[src/source/fp_alu_cfg.svh]
`ifndef FP_ALU_CFG_SVH
`define FP_ALU_CFG_SVH

// width of an operand or result word.
`define FP_WIDTH 32

// biased exponent field.
`define FP_EXP_WIDTH 8

// stored fraction, without the hidden one.
`define FP_FRAC_WIDTH 23

// working mantissa with a carry bit, the hidden one and the fraction.
`define FP_MANT_WIDTH 25

`define FP_EXP_BIAS 127

// the opcode field holds the five-bit operation encoding.
`define FP_OP_WIDTH 5

`endif

[src/source/fp_format_pkg.sv]
`include "fp_alu_cfg.svh"

package fp_format_pkg;

    // a packed single-precision word with sign, exponent and fraction.
    typedef logic [`FP_WIDTH-1:0] fp_word_t;

    // the exponent is kept in its biased form throughout the datapath.
    typedef logic [`FP_EXP_WIDTH-1:0] fp_exp_t;

    typedef logic [`FP_FRAC_WIDTH-1:0] fp_frac_t;

    // bit 24 catches the carry of an addition and bit 23 holds the hidden one.
    // The remaining bits are the stored fraction.
    typedef logic [`FP_MANT_WIDTH-1:0] fp_mant_t;

endpackage

[src/source/fp_alu_op_pkg.sv]
`include "fp_alu_cfg.svh"

package fp_alu_op_pkg;

    // codes 19 to 21 are reserved and behave like NOP.
    typedef enum logic [`FP_OP_WIDTH-1:0] {
        OP_ADD    = 5'd16,
        OP_SUB    = 5'd17,
        OP_MUL    = 5'd18,
        OP_RSV_19 = 5'd19,
        OP_RSV_20 = 5'd20,
        OP_RSV_21 = 5'd21,
        OP_NOP    = 5'd22,
        OP_SLT    = 5'd23
    } alu_op_e;

    // source of the word that the second stage registers.
    typedef enum logic [1:0] {
        SEL_BYPASS = 2'd0,
        SEL_ADDSUB = 2'd1,
        SEL_MUL    = 2'd2,
        SEL_SLT    = 2'd3
    } result_sel_e;

endpackage

[src/source/fp_operand_stage.sv]
`timescale 1ns/1ps
`include "fp_alu_cfg.svh"

module fp_operand_stage (
    input  logic                       clk,
    input  logic                       reset,
    input  fp_format_pkg::fp_word_t    input1,
    input  fp_format_pkg::fp_word_t    input2,
    input  fp_alu_op_pkg::alu_op_e     operation,
    input  logic                       op_valid,
    output logic                       s1_valid,
    output fp_alu_op_pkg::result_sel_e s1_sel,
    output fp_format_pkg::fp_word_t    s1_bypass,
    output logic                       s1_sign1,
    output logic                       s1_sign2,
    output fp_format_pkg::fp_exp_t     s1_exp,
    output fp_format_pkg::fp_mant_t    s1_mant1,
    output fp_format_pkg::fp_mant_t    s1_mant2,
    output logic                       s1_effective_sub,
    output fp_format_pkg::fp_exp_t     s1_exp1,
    output fp_format_pkg::fp_exp_t     s1_exp2,
    output fp_format_pkg::fp_mant_t    s1_mant1_raw,
    output fp_format_pkg::fp_mant_t    s1_mant2_raw
);
    import fp_format_pkg::*;
    import fp_alu_op_pkg::*;

    logic        sign1;
    logic        sign2;
    fp_exp_t     exp1;
    fp_exp_t     exp2;
    fp_mant_t    mant1_raw;
    fp_mant_t    mant2_raw;
    logic        zero1;
    logic        zero2;
    logic        exp1_ge;
    fp_exp_t     exp_diff;
    fp_exp_t     align_exp;
    fp_mant_t    align_mant1;
    fp_mant_t    align_mant2;
    logic        effective_sub;
    result_sel_e sel;
    fp_word_t    bypass;

    assign sign1 = input1[`FP_WIDTH-1];
    assign sign2 = input2[`FP_WIDTH-1];
    assign exp1  = input1[`FP_WIDTH-2:`FP_FRAC_WIDTH];
    assign exp2  = input2[`FP_WIDTH-2:`FP_FRAC_WIDTH];

    // the hidden one is restored for every operand, zero included.
    assign mant1_raw = {1'b0, 1'b1, input1[`FP_FRAC_WIDTH-1:0]};
    assign mant2_raw = {1'b0, 1'b1, input2[`FP_FRAC_WIDTH-1:0]};

    // a zero of either sign has an all-zero magnitude.
    assign zero1 = (input1[`FP_WIDTH-2:0] == '0);
    assign zero2 = (input2[`FP_WIDTH-2:0] == '0);

    // the smaller operand is shifted right and its low bits are simply lost.
    assign exp1_ge     = (exp1 >= exp2);
    assign exp_diff    = exp1_ge ? exp1 - exp2 : exp2 - exp1;
    assign align_exp   = exp1_ge ? exp1 : exp2;
    assign align_mant1 = exp1_ge ? mant1_raw : mant1_raw >> exp_diff;
    assign align_mant2 = exp1_ge ? mant2_raw >> exp_diff : mant2_raw;

    assign effective_sub = sign1 ^ sign2 ^ (operation == OP_SUB);

    always_comb begin
        sel    = SEL_BYPASS;
        bypass = input1;
        case (operation)
            OP_ADD, OP_SUB: begin
                if (zero2) begin
                    bypass = input1;
                end else if (zero1) begin
                    // 0 - x is -x, so SUB flips the sign of input2.
                    bypass = (operation == OP_SUB) ?
                             {~sign2, input2[`FP_WIDTH-2:0]} : input2;
                end else begin
                    sel = SEL_ADDSUB;
                end
            end
            OP_MUL: begin
                if (zero1 || zero2) begin
                    bypass = '0;
                end else begin
                    sel = SEL_MUL;
                end
            end
            OP_SLT: sel = SEL_SLT;
            // NOP and the reserved codes pass input1 through.
            default: sel = SEL_BYPASS;
        endcase
    end

    always_ff @(posedge clk) begin
        if (reset) begin
            s1_valid <= 1'b0;
        end else begin
            s1_valid <= op_valid;
        end
    end

    always_ff @(posedge clk) begin
        s1_sel           <= sel;
        s1_bypass        <= bypass;
        s1_sign1         <= sign1;
        s1_sign2         <= sign2;
        s1_exp           <= align_exp;
        s1_mant1         <= align_mant1;
        s1_mant2         <= align_mant2;
        s1_effective_sub <= effective_sub;
        s1_exp1          <= exp1;
        s1_exp2          <= exp2;
        s1_mant1_raw     <= mant1_raw;
        s1_mant2_raw     <= mant2_raw;
    end

endmodule

[src/source/fp_addsub.sv]
`timescale 1ns/1ps
`include "fp_alu_cfg.svh"

module fp_addsub (
    input  logic                    s1_sign1,
    input  logic                    s1_sign2,
    input  logic                    s1_effective_sub,
    input  fp_format_pkg::fp_exp_t  s1_exp,
    input  fp_format_pkg::fp_mant_t s1_mant1,
    input  fp_format_pkg::fp_mant_t s1_mant2,
    output fp_format_pkg::fp_word_t sum_word
);
    import fp_format_pkg::*;

    logic     is_sub;
    logic     op2_sign;
    fp_mant_t add_mant;
    fp_mant_t add_norm;
    fp_exp_t  add_exp;
    logic     mant1_larger;
    fp_mant_t diff_mant;
    logic     diff_sign;
    fp_exp_t  lead_shift;
    fp_mant_t sub_norm;
    fp_exp_t  sub_exp;

    // the opcode is recovered from the signs and the effective operation.
    assign is_sub   = s1_effective_sub ^ s1_sign1 ^ s1_sign2;
    assign op2_sign = s1_sign2 ^ is_sub;

    // both mantissas are below two, so one right shift absorbs any carry.
    assign add_mant = s1_mant1 + s1_mant2;
    assign add_norm = add_mant[`FP_MANT_WIDTH-1] ? add_mant >> 1 : add_mant;
    assign add_exp  = s1_exp + fp_exp_t'(add_mant[`FP_MANT_WIDTH-1]);

    assign mant1_larger = (s1_mant1 >= s1_mant2);
    assign diff_mant    = mant1_larger ? s1_mant1 - s1_mant2 : s1_mant2 - s1_mant1;
    assign diff_sign    = mant1_larger ? s1_sign1 : op2_sign;

    // the highest set bit wins, giving its distance below the hidden-one position.
    always_comb begin
        lead_shift = '0;
        for (int i = 0; i < `FP_MANT_WIDTH - 1; i++) begin
            if (diff_mant[i]) begin
                lead_shift = fp_exp_t'(`FP_MANT_WIDTH - 2 - i);
            end
        end
    end

    assign sub_norm = diff_mant << lead_shift;
    assign sub_exp  = s1_exp - lead_shift;

    always_comb begin
        if (!s1_effective_sub) begin
            sum_word = {s1_sign1, add_exp, add_norm[`FP_FRAC_WIDTH-1:0]};
        end else if (diff_mant == '0) begin
            // exact cancellation always gives positive zero.
            sum_word = '0;
        end else begin
            sum_word = {diff_sign, sub_exp, sub_norm[`FP_FRAC_WIDTH-1:0]};
        end
    end

endmodule

[src/source/fp_mul.sv]
`timescale 1ns/1ps
`include "fp_alu_cfg.svh"

module fp_mul (
    input  logic                    s1_sign1,
    input  logic                    s1_sign2,
    input  fp_format_pkg::fp_exp_t  s1_exp1,
    input  fp_format_pkg::fp_exp_t  s1_exp2,
    input  fp_format_pkg::fp_mant_t s1_mant1_raw,
    input  fp_format_pkg::fp_mant_t s1_mant2_raw,
    output fp_format_pkg::fp_word_t product_word
);
    import fp_format_pkg::*;

    localparam int PROD_WIDTH = 2 * (`FP_MANT_WIDTH - 1);

    logic [PROD_WIDTH-1:0] product;
    logic                  prod_ge_two;
    fp_mant_t              prod_top;
    fp_mant_t              prod_norm;
    fp_exp_t               prod_exp;

    // only the 24 significant bits take part since the carry bit is always clear.
    assign product = s1_mant1_raw[`FP_MANT_WIDTH-2:0] * s1_mant2_raw[`FP_MANT_WIDTH-2:0];

    assign prod_ge_two = product[PROD_WIDTH-1];
    assign prod_top    = product[PROD_WIDTH-1:PROD_WIDTH-`FP_MANT_WIDTH];

    // a product below two is moved up so its leading one sits in the carry bit.
    assign prod_norm = prod_ge_two ? prod_top : prod_top << 1;

    // the exponent wraps on overflow.
    assign prod_exp = s1_exp1 + s1_exp2 - fp_exp_t'(`FP_EXP_BIAS)
                      + fp_exp_t'(prod_ge_two);

    assign product_word = {s1_sign1 ^ s1_sign2, prod_exp, prod_norm[`FP_FRAC_WIDTH:1]};

endmodule

[src/source/fp_less_than.sv]
`timescale 1ns/1ps

module fp_less_than (
    input  logic                    s1_sign1,
    input  logic                    s1_sign2,
    input  fp_format_pkg::fp_exp_t  s1_exp1,
    input  fp_format_pkg::fp_exp_t  s1_exp2,
    input  fp_format_pkg::fp_mant_t s1_mant1_raw,
    input  fp_format_pkg::fp_mant_t s1_mant2_raw,
    output fp_format_pkg::fp_word_t less_word
);
    import fp_format_pkg::*;

    logic mag_less;
    logic mag_greater;
    logic is_less;

    assign mag_less    = (s1_exp1 < s1_exp2) ||
                         ((s1_exp1 == s1_exp2) && (s1_mant1_raw < s1_mant2_raw));
    assign mag_greater = (s1_exp1 > s1_exp2) ||
                         ((s1_exp1 == s1_exp2) && (s1_mant1_raw > s1_mant2_raw));

    // a negative operand is below a positive one, so -0 < +0 holds too.
    always_comb begin
        if (s1_sign1 != s1_sign2) begin
            is_less = s1_sign1;
        end else if (!s1_sign1) begin
            is_less = mag_less;
        end else begin
            // for two negatives the larger magnitude is the smaller number.
            is_less = mag_greater;
        end
    end

    assign less_word = fp_word_t'(is_less);

endmodule

[src/source/fp_result_stage.sv]
`timescale 1ns/1ps

module fp_result_stage (
    input  logic                       clk,
    input  logic                       reset,
    input  logic                       s1_valid,
    input  fp_alu_op_pkg::result_sel_e s1_sel,
    input  fp_format_pkg::fp_word_t    s1_bypass,
    input  fp_format_pkg::fp_word_t    sum_word,
    input  fp_format_pkg::fp_word_t    product_word,
    input  fp_format_pkg::fp_word_t    less_word,
    output fp_format_pkg::fp_word_t    result,
    output logic                       result_valid
);
    import fp_format_pkg::*;
    import fp_alu_op_pkg::*;

    fp_word_t selected;

    always_comb begin
        case (s1_sel)
            SEL_ADDSUB: selected = sum_word;
            SEL_MUL:    selected = product_word;
            SEL_SLT:    selected = less_word;
            default:    selected = s1_bypass;
        endcase
    end

    // the word loads every cycle and is qualified by result_valid.
    always_ff @(posedge clk) begin
        if (reset) begin
            result       <= '0;
            result_valid <= 1'b0;
        end else begin
            result       <= selected;
            result_valid <= s1_valid;
        end
    end

endmodule

[src/source/fp_alu.sv]
`timescale 1ns/1ps

module fp_alu (
    input  logic                    clk,
    input  logic                    reset,
    input  fp_format_pkg::fp_word_t input1,
    input  fp_format_pkg::fp_word_t input2,
    input  fp_alu_op_pkg::alu_op_e  operation,
    input  logic                    op_valid,
    output fp_format_pkg::fp_word_t result,
    output logic                    result_valid
);
    import fp_format_pkg::*;
    import fp_alu_op_pkg::*;

    logic        s1_valid;
    result_sel_e s1_sel;
    fp_word_t    s1_bypass;
    logic        s1_sign1;
    logic        s1_sign2;
    fp_exp_t     s1_exp;
    fp_mant_t    s1_mant1;
    fp_mant_t    s1_mant2;
    logic        s1_effective_sub;
    fp_exp_t     s1_exp1;
    fp_exp_t     s1_exp2;
    fp_mant_t    s1_mant1_raw;
    fp_mant_t    s1_mant2_raw;
    fp_word_t    sum_word;
    fp_word_t    product_word;
    fp_word_t    less_word;

    fp_operand_stage u_operand_stage (
        .clk              (clk),
        .reset            (reset),
        .input1           (input1),
        .input2           (input2),
        .operation        (operation),
        .op_valid         (op_valid),
        .s1_valid         (s1_valid),
        .s1_sel           (s1_sel),
        .s1_bypass        (s1_bypass),
        .s1_sign1         (s1_sign1),
        .s1_sign2         (s1_sign2),
        .s1_exp           (s1_exp),
        .s1_mant1         (s1_mant1),
        .s1_mant2         (s1_mant2),
        .s1_effective_sub (s1_effective_sub),
        .s1_exp1          (s1_exp1),
        .s1_exp2          (s1_exp2),
        .s1_mant1_raw     (s1_mant1_raw),
        .s1_mant2_raw     (s1_mant2_raw)
    );

    // the three units are combinational and all read the same stage-1 registers.
    fp_addsub u_addsub (
        .s1_sign1         (s1_sign1),
        .s1_sign2         (s1_sign2),
        .s1_effective_sub (s1_effective_sub),
        .s1_exp           (s1_exp),
        .s1_mant1         (s1_mant1),
        .s1_mant2         (s1_mant2),
        .sum_word         (sum_word)
    );

    fp_mul u_mul (
        .s1_sign1     (s1_sign1),
        .s1_sign2     (s1_sign2),
        .s1_exp1      (s1_exp1),
        .s1_exp2      (s1_exp2),
        .s1_mant1_raw (s1_mant1_raw),
        .s1_mant2_raw (s1_mant2_raw),
        .product_word (product_word)
    );

    fp_less_than u_less_than (
        .s1_sign1     (s1_sign1),
        .s1_sign2     (s1_sign2),
        .s1_exp1      (s1_exp1),
        .s1_exp2      (s1_exp2),
        .s1_mant1_raw (s1_mant1_raw),
        .s1_mant2_raw (s1_mant2_raw),
        .less_word    (less_word)
    );

    fp_result_stage u_result_stage (
        .clk          (clk),
        .reset        (reset),
        .s1_valid     (s1_valid),
        .s1_sel       (s1_sel),
        .s1_bypass    (s1_bypass),
        .sum_word     (sum_word),
        .product_word (product_word),
        .less_word    (less_word),
        .result       (result),
        .result_valid (result_valid)
    );

endmodule

[config.mk]
export PLATFORM = sky130hd
export DESIGN_NAME = fp_alu
export DESIGN_NICKNAME = d
export VERILOG_FILES = /design/src/source/fp_format_pkg.sv /design/src/source/fp_alu_op_pkg.sv /design/src/source/fp_operand_stage.sv /design/src/source/fp_addsub.sv /design/src/source/fp_mul.sv /design/src/source/fp_less_than.sv /design/src/source/fp_result_stage.sv /design/src/source/fp_alu.sv
export VERILOG_INCLUDE_DIRS = /design/src /design/src/source
export SDC_FILE = /design/constraint.sdc
export NUM_CORES = 2
export LEC_CHECK = 0
export ABC_AREA = 0
export BUFFER_PORTS_ARGS = -buffer_cell sky130_fd_sc_hd__buf_2
export CAP_MARGIN = 40
export CORE_AREA = 10 10 359 361
export DETAILED_ROUTE_END_ITERATION = 12
export DIE_AREA = 0 0 369 371
export SYNTH_ARGS = -nofsm -noshare
export SYNTH_HDL_FRONTEND = slang
export SYNTH_HIERARCHICAL = 1
export SYNTH_SLANG_ARGS = --single-unit
[constraint.sdc]
create_clock -name clk -period 9.3 [get_ports clk]
set_input_delay 0.465 -clock clk [delete_from_list [all_inputs] [get_ports clk]]
set_output_delay 0.465 -clock clk [all_outputs]
set_load 0.05 [all_outputs]
==> flow_summary.toml <==
[status]
status = "finished clean"

[sta]
hold-worst-slack_ns = 0.166
slew_headroom_pct = 39.1
timing.final.crit_share_pct = 93.0
hold_viol = 0
fmax_mhz = 116
rsz0062_at_grt = "no"
fin_skew_ns = 0.0284
tightest_slew_ns = 0.904
setup-tns-final_ns = 0
setup_violations = 0
setup_slack_ns = 0.649
drv_slew = 0
timing.final.crit_period_ns = 8.65

[clock_network]
post_cts_buffers = 0
cts_buffers = 17
clock_latency_ns = 0.52
cts.clk_slew.worst_paths_ns = 0.09
cts_tree = "done"
cts-htree-levels = 4
cts_resized = 0
holdBufCountCts = 0
clockBufferDepth = 2
cts.sinks = 189
clockRootBuffer = "clkbuf_16"

[grt]
antenna_found_initial = 13
grt_first_pass_wirelength_um = 193000
overflow = 0
grt_pass1_vias = 31000
grt_start_max_net_pins = 46
grt.total_usage_pct = 18.3

[placed_design]
gp_congestion = 0.956
io_buffers = 104
dp_hpwl_um = 103000
place_ws_ns = 0.752
place_area_um2 = 38200

[worst_setup_path]
critPathKind = "flop to flop"
cp_slowest_cell = "dfxtp_1"
cp-end-kind = "flop"
arrival_ns = 9.04
max_stage_delay_ns = 0.80
worstSetupStartpointType = "flop"
crit_top_cell = "fa_1"
crit_fanout = 15
critPathRequiredTime_ns = 9.69

[yosys]
synth_area_um2 = 36200
syn_inst = 4230
avgSynthCellArea_um2 = 8.55
synthTopCellsByArea = "fa_1, ha_1, dfxtp_1"
yosysSeqAreaShare_pct = 10.5
synth_edf_count = 0
ys_types = 128
synth_top_area_share_pct = 27.0
async_flop_share_pct = 0
synth_ff_type = "dfxtp_1"
synthTopCellsByCount = "inv_1, nand2_1, fa_1"
synth_top_cell_by_area = "fa_1"
ys_ff_latch = 189
ys_warn_count = 6
synth.most_common_cell = "inv_1"

[floorplanning]
die_y_um = 371
rows = 128
boundaryPins = 105
die_area_um2 = 137000
core_area_um2 = 121000
initial_core_util_pct = 29.8
die_w_um = 369

[route]
routedWlPerCell_um = 21.7
ant_nets = 0
wl_um = 127000
vias_per_cell = 5.24
firstDrtPassIters = 6
drc = 0
drt-initial-drc-count = 3027
vias = 30600

[flow_run]
maxCapViolCount = 0

[cells_and_area]
multi_input_area_um2 = 28500
drive_above_1_share_pct = 8.80
fillers = 12900
syn_to_final_growth_pct = 7.43
regArea_um2 = 3790
layout.nets = 5073
final_cell_area_um2 = 38900

[hold_path]
hold_class = "primary input to flop"
## critical path, delay by kind of cell, from the launching register on
kind	cells	cell delay, ns
AOI/OAI and AO/OA	10	1.67
xor gates and xnor gates	3	0.50
adders and majority gates	10	4.51
buffers and inverters	6	0.65
DFF	1	0.80
muxes	1	0.14
and+or+nand+nor	2	0.23
## cell usage in the layout (no fill, tap or decap), types with 34 or more instances in the layout
cell type  count
a21oi_1      182
mux2i_1      110
and2_1       280
nor3_1        45
a211oi_1      34
nand3_1       60
dfxtp_1      188
mux2_2        37
buf_4         76
nand2_1      520
fa_1         488
o21ai_0      107
buf_2        104
a21o_1        48
conb_1        37
inv_1        683
nor2_1       129
o22ai_1       57
xnor2_1       62
a22o_1        51
ha_1         312
## final timing paths
| kind | from | end | slack (ns) | cells past startpoint |
|---|---|---|---|---|
| worst max-delay path | u_operand_stage/s1_mant1_raw[7] | u_result_stage/result[29] | 0.65 | 32 |
| worst max register to register | u_operand_stage/s1_mant1_raw[7] | u_result_stage/result[29] | 0.65 | 32 |
| worst min register to register | u_operand_stage/s1_valid | u_result_stage/result_valid | 0.45 | 1 |
| worst min-delay path | input1[30] | u_operand_stage/s1_exp1[7] | 0.17 | 1 |
## registers in the layout, summed over array words and instances, names as in the netlist, 2 cells and up
| signal | flops |
|---|---|
| u_operand_stage/s1_exp1 | 8 |
| u_operand_stage/s1_mant2_raw | 23 |
| u_operand_stage/s1_mant1 | 24 |
| u_operand_stage/s1_mant2 | 24 |
| u_operand_stage/s1_sel | 2 |
| u_operand_stage/s1_exp2 | 8 |
| u_operand_stage/s1_bypass | 32 |
| u_operand_stage/s1_exp | 8 |
| u_operand_stage/s1_mant1_raw | 23 |
| u_result_stage/result | 32 |
## per-stage QoR
step,cells,utilization (%)
6_report,5851,32.0
3_3_place_gp,5798,31.3
2_1_floorplan,4264,-
5_1_grt,5846,32.0
3_5_place_dp,5807,31.5
4_1_cts,5839,32.0
## final cells by class
cell class	instances	area share, %
Tap cell	1625	5.23
Timing Repair Buffer	189	3.22
Clock inverter	14	0.470
Multi-Input combinational cell	3117	73.5
Sequential cell	189	9.75
Clock buffer	18	1.13
Inverter	687	6.64
Antenna cell	12	0.0773
## cells by family after synthesis
kind of cell	after synthesis	share of synthesized area, %
simple gates	1222	16.9
buf+inv	958	11.0
fa+ha+maj	800	37.8
compound gates	789	15.6
flops	189	10.5
mux	177	6.02
xor+xnor	92	2.25
other cells	3	0.0311
## per-layer routing
layer / vias up / share of wire [%] / global-route usage [%]
met4: 6 / 4.0 / 7.40
met2: 1277 / 45 / 28.7
met3: 217 / 7.5 / 3.85
met5: - / 0.027 / 0
met1: 15300 / 43 / 24.2
li1: 13800 / - / -
Power is left out: the tool's default activity adds up to more than one toggle a clock period on the data nets, which glitch-free logic cannot reach.
